File: src/mesh_pkg.sv
// ~~~~~~~~~~~~~~~~~~~~
// Shared widths, word and hop types, flit layout
// and the node opcodes and configuration record.
// ~~~~~~~~~~~~~~~~~~~~

package mesh_pkg;

    // Width of a data word.
    localparam int WORD_WIDTH = 16;

    // Width of the hop count. Four bits allow a line of up to 15 nodes.
    localparam int HOP_WIDTH = 4;

    typedef logic [WORD_WIDTH-1:0] word_t;
    typedef logic [HOP_WIDTH-1:0]  hop_t;

    // A word in flight, with the number of nodes it has passed through.
    typedef struct packed {
        word_t data;
        hop_t  hops;
    } flit_t;

    // Operation a node applies to every word it forwards.
    typedef enum logic [1:0] {
        OP_PASS = 2'd0,
        OP_ADD  = 2'd1,
        OP_XOR  = 2'd2
    } node_op_e;

    // Per-node configuration, shared by both directions of the node.
    typedef struct packed {
        node_op_e op;
        word_t    operand;
    } node_cfg_t;

endpackage

File: src/mesh_link_if.sv
// ~~~~~~~~~~~~~~~~~~~~
// Credit-flow link between neighbours,
// with sender and receiver modports.
// ~~~~~~~~~~~~~~~~~~~~

interface mesh_link_if;

    // Word qualifier. One valid cycle spends one credit at the sender.
    logic            valid;
    mesh_pkg::word_t data;
    mesh_pkg::hop_t  hops;

    // One-cycle pulse from the receiver each time a queue slot frees up.
    logic            credit;

    modport sender (
        output valid,
        output data,
        output hops,
        input  credit
    );

    modport receiver (
        input  valid,
        input  data,
        input  hops,
        output credit
    );

endinterface

File: src/mesh_hop.sv
// ~~~~~~~~~~~~~~~~~~~~
// One direction of a node with its input queue,
// word operation, hop increment and credit counter.
// ~~~~~~~~~~~~~~~~~~~~

module mesh_hop #(
    parameter int BUF_DEPTH = 4
) (
    input  logic                clock,
    input  logic                rst,
    input  mesh_pkg::node_cfg_t cfg,
    mesh_link_if.receiver       up,
    mesh_link_if.sender         down
);

    localparam int PTR_W = (BUF_DEPTH > 1) ? $clog2(BUF_DEPTH) : 1;
    // One spare bit so a surplus credit shows up in the assertion and does not wrap.
    localparam int CNT_W = $clog2(BUF_DEPTH + 1) + 1;

    mesh_pkg::flit_t  mem [BUF_DEPTH];
    logic [PTR_W-1:0] wr_ptr;
    logic [PTR_W-1:0] rd_ptr;
    logic [CNT_W-1:0] count;
    logic [CNT_W-1:0] credits;

    logic             empty;
    logic             full;
    logic             has_credit;
    logic             bypass;
    logic             push;
    logic             pop;
    logic             send;
    mesh_pkg::flit_t  in_flit;
    mesh_pkg::flit_t  src_flit;

    logic             out_valid;
    mesh_pkg::flit_t  out_flit;
    logic             credit_q;

    function automatic logic [PTR_W-1:0] next_ptr(input logic [PTR_W-1:0] p);
        return (p == PTR_W'(BUF_DEPTH - 1)) ? '0 : p + 1'b1;
    endfunction

    function automatic mesh_pkg::word_t apply_op(input mesh_pkg::node_cfg_t c,
                                                 input mesh_pkg::word_t     d);
        case (c.op)
            mesh_pkg::OP_ADD: return d + c.operand;
            mesh_pkg::OP_XOR: return d ^ c.operand;
            default:          return d;
        endcase
    endfunction

    assign in_flit    = '{data: up.data, hops: up.hops};
    assign empty      = (count == '0);
    assign full       = (count == CNT_W'(BUF_DEPTH));
    assign has_credit = (credits != '0);

    // An arriving word skips an empty queue and goes straight to the output stage.
    // Anything already queued leaves first, so order is kept.
    assign bypass   = up.valid && empty && has_credit;
    assign pop      = !empty && has_credit;
    assign push     = up.valid && !bypass;
    assign send     = pop || bypass;
    assign src_flit = pop ? mem[rd_ptr] : in_flit;

    always_ff @(posedge clock) begin
        if (rst) begin
            wr_ptr    <= '0;
            rd_ptr    <= '0;
            count     <= '0;
            credits   <= CNT_W'(BUF_DEPTH);
            out_valid <= 1'b0;
            credit_q  <= 1'b0;
        end else begin
            if (push) begin
                wr_ptr <= next_ptr(wr_ptr);
            end
            if (pop) begin
                rd_ptr <= next_ptr(rd_ptr);
            end
            count     <= count + CNT_W'(push) - CNT_W'(pop);
            credits   <= credits - CNT_W'(send) + CNT_W'(down.credit);
            out_valid <= send;
            // Every word handed on frees one slot upstream.
            credit_q  <= send;
        end
    end

    always_ff @(posedge clock) begin
        if (push) begin
            mem[wr_ptr] <= in_flit;
        end
        if (send) begin
            out_flit <= '{data: apply_op(cfg, src_flit.data),
                          hops: src_flit.hops + mesh_pkg::hop_t'(1)};
        end
    end

    assign down.valid = out_valid;
    assign down.data  = out_flit.data;
    assign down.hops  = out_flit.hops;
    assign up.credit  = credit_q;

    // The downstream queue never returns more credits than it has slots.
    a_credit_max: assert property (
        @(posedge clock) disable iff (rst) credits <= CNT_W'(BUF_DEPTH)
    ) else $error("mesh_hop: credit counter above BUF_DEPTH");

    // The upstream sender respects the credits this queue has handed out.
    a_no_overflow: assert property (
        @(posedge clock) disable iff (rst) up.valid |-> !full
    ) else $error("mesh_hop: word arrived at a full queue");

endmodule

File: src/mesh_line.sv
// ~~~~~~~~~~~~~~~~~~~~
// Linear mesh top level with nodes joined by
// pipelined credit links in both directions.
// ~~~~~~~~~~~~~~~~~~~~

module mesh_line #(
    parameter int NODE_COUNT      = 4,
    parameter int EDGE_PIPE_DEPTH = 2,
    parameter int NODE_PIPE_DEPTH = 1,
    parameter int BUF_DEPTH       = 4
) (
    input  logic                      clock,
    input  logic                      rst,

    // Forward direction, entering at node 0.
    input  logic                      fwd_in_valid,
    input  mesh_pkg::word_t           fwd_in_data,
    output logic                      fwd_in_credit,
    output logic                      fwd_out_valid,
    output mesh_pkg::word_t           fwd_out_data,
    output mesh_pkg::hop_t            fwd_out_hops,
    input  logic                      fwd_out_credit,

    // Backward direction, entering at the last node.
    input  logic                      bwd_in_valid,
    input  mesh_pkg::word_t           bwd_in_data,
    output logic                      bwd_in_credit,
    output logic                      bwd_out_valid,
    output mesh_pkg::word_t           bwd_out_data,
    output mesh_pkg::hop_t            bwd_out_hops,
    input  logic                      bwd_out_credit,

    // Broadside configuration, one write enable per node.
    input  logic [NODE_COUNT-1:0]     cfg_wren,
    input  mesh_pkg::node_op_e        cfg_op,
    input  mesh_pkg::word_t           cfg_operand
);

    // Pipe k sits on the left of node k in both chains. Pipe 0 and pipe
    // NODE_COUNT are the edge segments.
    mesh_link_if fwd_pin  [0:NODE_COUNT] ();
    mesh_link_if fwd_pout [0:NODE_COUNT] ();
    mesh_link_if bwd_pin  [0:NODE_COUNT] ();
    mesh_link_if bwd_pout [0:NODE_COUNT] ();

    mesh_pkg::node_cfg_t cfg_bus;

    assign cfg_bus = '{op: cfg_op, operand: cfg_operand};

    genvar k;

    generate
        for (k = 0; k <= NODE_COUNT; k++) begin : g_pipe
            localparam int SEG_DEPTH = (k == 0 || k == NODE_COUNT) ? EDGE_PIPE_DEPTH
                                                                   : NODE_PIPE_DEPTH;

            mesh_pipe #(
                .DEPTH (SEG_DEPTH)
            ) fwd_pipe (
                .clock (clock),
                .rst   (rst),
                .up    (fwd_pin[k]),
                .down  (fwd_pout[k])
            );

            // Backward words run from the high side of a slot to the low side.
            mesh_pipe #(
                .DEPTH (SEG_DEPTH)
            ) bwd_pipe (
                .clock (clock),
                .rst   (rst),
                .up    (bwd_pin[k]),
                .down  (bwd_pout[k])
            );
        end

        for (k = 0; k < NODE_COUNT; k++) begin : g_node
            mesh_node #(
                .BUF_DEPTH (BUF_DEPTH)
            ) node (
                .clock     (clock),
                .rst       (rst),
                .cfg_wren  (cfg_wren[k]),
                .cfg_in    (cfg_bus),
                .fwd_up    (fwd_pout[k]),
                .fwd_down  (fwd_pin[k+1]),
                .bwd_up    (bwd_pout[k+1]),
                .bwd_down  (bwd_pin[k])
            );
        end
    endgenerate

    // Words enter with a hop count of zero.
    assign fwd_pin[0].valid = fwd_in_valid;
    assign fwd_pin[0].data  = fwd_in_data;
    assign fwd_pin[0].hops  = '0;
    assign fwd_in_credit    = fwd_pin[0].credit;

    assign fwd_out_valid             = fwd_pout[NODE_COUNT].valid;
    assign fwd_out_data              = fwd_pout[NODE_COUNT].data;
    assign fwd_out_hops              = fwd_pout[NODE_COUNT].hops;
    assign fwd_pout[NODE_COUNT].credit = fwd_out_credit;

    assign bwd_pin[NODE_COUNT].valid = bwd_in_valid;
    assign bwd_pin[NODE_COUNT].data  = bwd_in_data;
    assign bwd_pin[NODE_COUNT].hops  = '0;
    assign bwd_in_credit             = bwd_pin[NODE_COUNT].credit;

    assign bwd_out_valid    = bwd_pout[0].valid;
    assign bwd_out_data     = bwd_pout[0].data;
    assign bwd_out_hops     = bwd_pout[0].hops;
    assign bwd_pout[0].credit = bwd_out_credit;

    // The hop field has to count every node without wrapping.
    a_node_count: assert property (
        @(posedge clock) NODE_COUNT >= 1 && NODE_COUNT < (1 << mesh_pkg::HOP_WIDTH)
    ) else $error("mesh_line: NODE_COUNT must be between 1 and 15");

    // Every word leaving the line has passed through each node exactly once.
    a_hops_out: assert property (
        @(posedge clock) disable iff (rst)
        (fwd_out_valid |-> fwd_out_hops == mesh_pkg::hop_t'(NODE_COUNT)) and
        (bwd_out_valid |-> bwd_out_hops == mesh_pkg::hop_t'(NODE_COUNT))
    ) else $error("mesh_line: output hop count differs from NODE_COUNT");

endmodule

File: src/mesh_node.sv
// ~~~~~~~~~~~~~~~~~~~~
// Mesh node with its configuration register
// and one hop for each direction of the line.
// ~~~~~~~~~~~~~~~~~~~~

module mesh_node #(
    parameter int BUF_DEPTH = 4
) (
    input  logic                clock,
    input  logic                rst,
    input  logic                cfg_wren,
    input  mesh_pkg::node_cfg_t cfg_in,
    mesh_link_if.receiver       fwd_up,
    mesh_link_if.sender         fwd_down,
    mesh_link_if.receiver       bwd_up,
    mesh_link_if.sender         bwd_down
);

    mesh_pkg::node_cfg_t cfg_q;

    // A node comes out of reset as a plain pass-through.
    always_ff @(posedge clock) begin
        if (rst) begin
            cfg_q <= '{op: mesh_pkg::OP_PASS, operand: '0};
        end else if (cfg_wren) begin
            cfg_q <= cfg_in;
        end
    end

    // Both directions apply the same operation with the same operand.
    mesh_hop #(
        .BUF_DEPTH (BUF_DEPTH)
    ) fwd_hop (
        .clock     (clock),
        .rst       (rst),
        .cfg       (cfg_q),
        .up        (fwd_up),
        .down      (fwd_down)
    );

    mesh_hop #(
        .BUF_DEPTH (BUF_DEPTH)
    ) bwd_hop (
        .clock     (clock),
        .rst       (rst),
        .cfg       (cfg_q),
        .up        (bwd_up),
        .down      (bwd_down)
    );

    // The opcode comes straight from the top-level ports.
    a_cfg_legal: assert property (
        @(posedge clock) disable iff (rst)
        cfg_wren |-> cfg_in.op inside {mesh_pkg::OP_PASS, mesh_pkg::OP_ADD, mesh_pkg::OP_XOR}
    ) else $error("mesh_node: illegal opcode written");

endmodule

File: src/mesh_pipe.sv
// ~~~~~~~~~~~~~~~~~~~~
// Pipelined link segment, flits going down
// and credit pulses going up, DEPTH stages each.
// ~~~~~~~~~~~~~~~~~~~~

module mesh_pipe #(
    parameter int DEPTH = 1
) (
    input  logic          clock,
    input  logic          rst,
    mesh_link_if.receiver up,
    mesh_link_if.sender   down
);

    generate
        if (DEPTH == 0) begin : g_wire
            assign down.valid = up.valid;
            assign down.data  = up.data;
            assign down.hops  = up.hops;
            assign up.credit  = down.credit;
        end else begin : g_stages
            logic [DEPTH-1:0] valid_q;
            logic [DEPTH-1:0] credit_q;
            mesh_pkg::flit_t  flit_q [DEPTH];

            always_ff @(posedge clock) begin
                if (rst) begin
                    valid_q  <= '0;
                    credit_q <= '0;
                end else begin
                    valid_q[0]  <= up.valid;
                    credit_q[0] <= down.credit;
                    for (int i = 1; i < DEPTH; i++) begin
                        valid_q[i]  <= valid_q[i-1];
                        credit_q[i] <= credit_q[i-1];
                    end
                end
            end

            always_ff @(posedge clock) begin
                flit_q[0] <= '{data: up.data, hops: up.hops};
                for (int i = 1; i < DEPTH; i++) begin
                    flit_q[i] <= flit_q[i-1];
                end
            end

            assign down.valid = valid_q[DEPTH-1];
            assign down.data  = flit_q[DEPTH-1].data;
            assign down.hops  = flit_q[DEPTH-1].hops;
            assign up.credit  = credit_q[DEPTH-1];
        end
    endgenerate

    // The upstream sender must come out of reset with a known valid.
    a_valid_known: assert property (
        @(posedge clock) disable iff (rst) !$isunknown(down.valid)
    ) else $error("mesh_pipe: valid is unknown after reset");

endmodule

File: config.mk
export PLATFORM = sky130hd
export DESIGN_NAME = mesh_line
export DESIGN_NICKNAME = d
export VERILOG_FILES = /design/src/mesh_pkg.sv /design/src/mesh_link_if.sv /design/src/mesh_hop.sv /design/src/mesh_line.sv /design/src/mesh_node.sv /design/src/mesh_pipe.sv
export SDC_FILE = /design/constraint.sdc
export NUM_CORES = 2
export LEC_CHECK = 0
export BUFFER_PORTS_ARGS = -buffer_cell sky130_fd_sc_hd__buf_2
export CORE_MARGIN = 2
export CORE_UTILIZATION = 42
export CTS_BUF_LIST = sky130_fd_sc_hd__clkbuf_16
export DETAILED_ROUTE_END_ITERATION = 16
export PLACE_DENSITY = 0.65
export SYNTH_ARGS = -nofsm -noshare
export SYNTH_HDL_FRONTEND = slang
export SYNTH_SLANG_ARGS = --single-unit
File: constraint.sdc
create_clock -name clock -period 4.6 [get_ports clock]
set_clock_uncertainty 0.2 [all_clocks]
set_input_delay 1.38 -clock clock [delete_from_list [all_inputs] [get_ports clock]]
set_output_delay 1.38 -clock clock [all_outputs]
set_load 0.005 [all_outputs]
==> results.md <==
- Via density: 5.31
- Unrepaired setup endpoints after global routing: false
- Crit path max fanout: 12
- Critical path class: flip-flop to flip-flop
- Drt wl/cell: 20.2 um
- Critical Path Sink: g_node[2].node.fwd_hop.down.data[14]
- CTS H-Tree Depth: 3
- Slew @ Worst Pin: roughly 0.94 ns
- Fin. max-slew vios: 0
- First-pass GRT wire length: 159000 um
- Pin count of the biggest net entering global routing: 76
- Die X: 337 um
- CP Capture Type: flip-flop
- Largest family of logic cells by synthesized area: multiplexers
- Clock Sinks: 1076
- Synthesized area per cell: ~14 sq um
- Most frequent cells in the layout: 640 x edfxtp_1, 436 x dfxtp_1, 332 x nor2_1, 275 x ha_1, 188 x inv_1
- R2r setup slk: 0.48 ns
- Layout cells sized above 1: 16.0%
- Post-route insts no fill: roughly 5000
- Clock root buffer: clkbuf_16
- Initial Util: a little over two fifths
- Die area: 113000 sq um
- Cts hold-fix bufs: 0
- Final Hold Vio Count: 0
- Fin crit share: roughly 90%
- Die height: about 340 um
- Longest Clk Path Bufs: 3
- R2R Path Start: g_node[2].node.fwd_hop.credits[2]
- Largest cells by area after synthesis: edfxtp_1 41%, dfxtp_1 19%, ha_1 7.4%
- Top cell type by total area after synthesis: edfxtp_1
- Post-Synth Adder-Cell Area: 8.44%
- Internal Power: ~25 mW
- Sequential power share: 39.2%
- Post-cts sizing count: 0
- Antenna Nets Post-Route: 0
- Switching Share: 35.2%
- Hold Path Class: flip-flop to flip-flop
- Cell variety after synth: 80
- Critical path launch point type: flip-flop
- FF+latch count, synth: 1076
- CP dominant cell by count: nor4_1
- RD Place Congestion: 0.915
- Syn. warnings: 0
- Ys flop type: edfxtp_1
- Dpl cells: 4896
- Total number of vias: between 20000 and 30000
- Leak: ~20 nW
- Worst Path Buf+Inv: 2
- Setup Buffers After CTS: 0
- Xor-xnor portion of the synthesized cell area: 1.81%
- TritonCTS Buffers: 100
- Sequential share of the synthesized area: between 60% and 70%
- Logic pwr share: 39.3%
- Clock network fraction of total power: 21.5%
- Outcome: complete, no violations
- Yosys top cell area share: 41.4%
- PortBufs: 95
- EDFF count, synth: 640
- Post-synthesis compound-gate area fraction: 7.75%
- Register area: 27900 sq um
- FILL cells: 9793
- All-Layer GR Usage: 18.3%
- Row cnt: 122
- Fin Setup TNS: 0 ns
- Initial antenna violation count: 1
- Multi-input gate area: between 15000 and 20000 sq um
- CP peak stage delay: 0.52 ns
- Worst-path clk slew: around 0.070 ns
- Ys async rst share: 0%
- Final net count: 3869
- Total gr overflow: 0
- Commonest non-fill, non-tap cell in the layout: edfxtp_1
- Cell breakdown of the critical path: inv_1 > ha_1 > nand3_1 > and2_1 > buf_4 > mux2_2 > fa_1 > a21o_1 > a221oi_1 > o2bb2ai_1 > o21ai_1 > nor4_1 > nor4_1 > a211oi_1
- Multiplexer share of the synthesized area: approximately an eighth
- First-pass DRT Iterations: 5
- Slowest CP cell: a221oi_1
- Synth Area in Simple Gates: under 10%
- Min cycle time layout: 4.12 ns
- Slew HR: 37.6%
- Worst Path Required: 4.80 ns
- Arrival time worst endpoint: around 4.3 ns
- Residual DRC: 0
- Stages on worst setup path: 14
- I/O pin count: 104
- Drt initial violations: 2256
- Drt total wl: 103000 um
- Worst setup path start: g_node[2].node.fwd_hop.credits[2]
- Worst R2R Path Depth: 14
- Vias in the first global route: approximately 26000
- Setup-failing EPs final: 0
- P per Cell Area: 733 nW/um^2
- P_sw: 13.4 mW
- P&R area growth vs syn: 11.4%
- Reg2reg end: g_node[2].node.fwd_hop.down.data[14]
- Core area: 110000 sq um
- Synth Instances: 3425
- MaxCap Viol Count: 0
- Fmax: 0.243 GHz
- CTS tree: built
- Cell Area, Synth: between 40000 and 50000 sq um
- Crit path max-delay family: compound AO/OA/AOI/OAI gates
- HPWL after DPL: between 70000 and 80000 um
- Max VDD drop: 0.464 mV
- Worst-skew pair later-pin latency: 0.67 ns
## worst min-delay path by stage
stage	endpoint	slack (ns)	from	depth (start not counted)
floorplan	g_pipe[0].bwd_pipe.g_stages.flit_q[0][24]	0.11	g_pipe[0].bwd_pipe.g_stages.flit_q[0][4]	0
global placement	g_pipe[4].bwd_pipe.g_stages.flit_q[0][31]	0.11	g_pipe[4].bwd_pipe.g_stages.flit_q[0][11]	0
detailed placement	g_pipe[0].bwd_pipe.g_stages.flit_q[0][33]	0.11	g_pipe[0].bwd_pipe.g_stages.flit_q[0][13]	0
CTS	g_pipe[4].bwd_pipe.g_stages.flit_q[0][38]	0.12	g_pipe[4].bwd_pipe.g_stages.flit_q[0][18]	0
global route	g_pipe[4].bwd_pipe.g_stages.flit_q[0][25]	0.13	g_pipe[4].bwd_pipe.g_stages.flit_q[0][5]	0
finish	g_pipe[4].fwd_pipe.g_stages.flit_q[0][38]	0.12	g_pipe[4].fwd_pipe.g_stages.flit_q[0][18]	0
## state kept, by name, indices dropped and copies added, names as in the netlist, 64 cells and up, named ones only
register and count:
g_node.node.bwd_hop.down.data 64, g_node.node.bwd_hop.mem 256, g_node.node.cfg_q 72, g_node.node.fwd_hop.down.data 64, g_node.node.fwd_hop.mem 256, g_pipe.bwd_pipe.g_stages.flit_q 112, g_pipe.fwd_pipe.g_stages.flit_q 112
## power by group through the flow
stage | Clock (mW) | Combinational (mW) | Sequential [mW]
detailed placement | 0 | 14.8 | 15.1
CTS | 8.34 | 14.9 | 14.9
global route | 8.69 | 16.5 | 15.2
global placement | 0 | 14.6 | 15.1
floorplan | 0 | 11.4 | 14.3
finish | 8.16 | 14.9 | 14.9
## Yosys cell counts, drive strengths merged, types with 7 or more instances
cell type and instances:
inv 170, nor2 333, o21ai 88, nor2b 60, a31oi 24, ha 275, buf 81, mux4 128
o31ai 9, a211oi 10, nand4 13, o21bai 8, nand2b 23, clkbuf 96, o211ai 18, edfxtp 640
fa 24, a21o 71, a221oi 55, nand2 115, xor2 50, dfxtp 436, a22oi 22, nor3 34
mux2 133, xnor2 46, nor3b 7, mux2i 100, o21a 26, and2 44, nor4 7, or3 10
nand3 31, a21oi 151
## final cells by class
type                            count  share of cell area (%)
Multi-Input combinational cell   2008                    32.9
Tap cell                         1488                    3.60
Antenna cell                        1                 0.00484
Clock inverter                     83                    1.14
Inverter                          170                    1.23
Sequential cell                  1076                    54.0
Timing Repair Buffer              154                    1.88
Clock buffer                      107                    5.18
## metal layers
| layer | vias up | track usage (%) | wire [um] |
|---|---|---|---|
| met1 | 13423 | 25.6 | 47100 |
| met3 | 147 | 2.80 | 5270 |
| met2 | 675 | 28.8 | 47300 |
| met5 | - | 0 | 0 |
| li1 | 12770 | - | - |
| met4 | 0 | 6.65 | 3240 |
## per-stage QoR
stage | utilization (%) | hold slack, ns | setup WS (ns) | total power [mW] | instance area, sq um
after floorplan | - | 0.110 | 0.476 | 25.6 | 46500
after global placement | 44.0 | 0.110 | 0.561 | 29.6 | 48500
after detailed placement | 44.0 | 0.112 | 0.505 | 29.9 | 48500
after CTS | 46.9 | 0.122 | 0.479 | 38.2 | 51700
after global routing | 46.9 | 0.127 | 0.208 | 40.4 | 51700
final | 46.9 | 0.125 | 0.476 | 37.9 | 51700
## cell families after synthesis
family | after synthesis
xor gates and xnor gates | 96
and+or+nand+nor | 702
buffers and inverters | 347
adders and majority gates | 299
muxes | 361
other | 2
DFF | 1076
AOI/OAI and AO/OA | 542
Power figures use the tool's default switching activity.
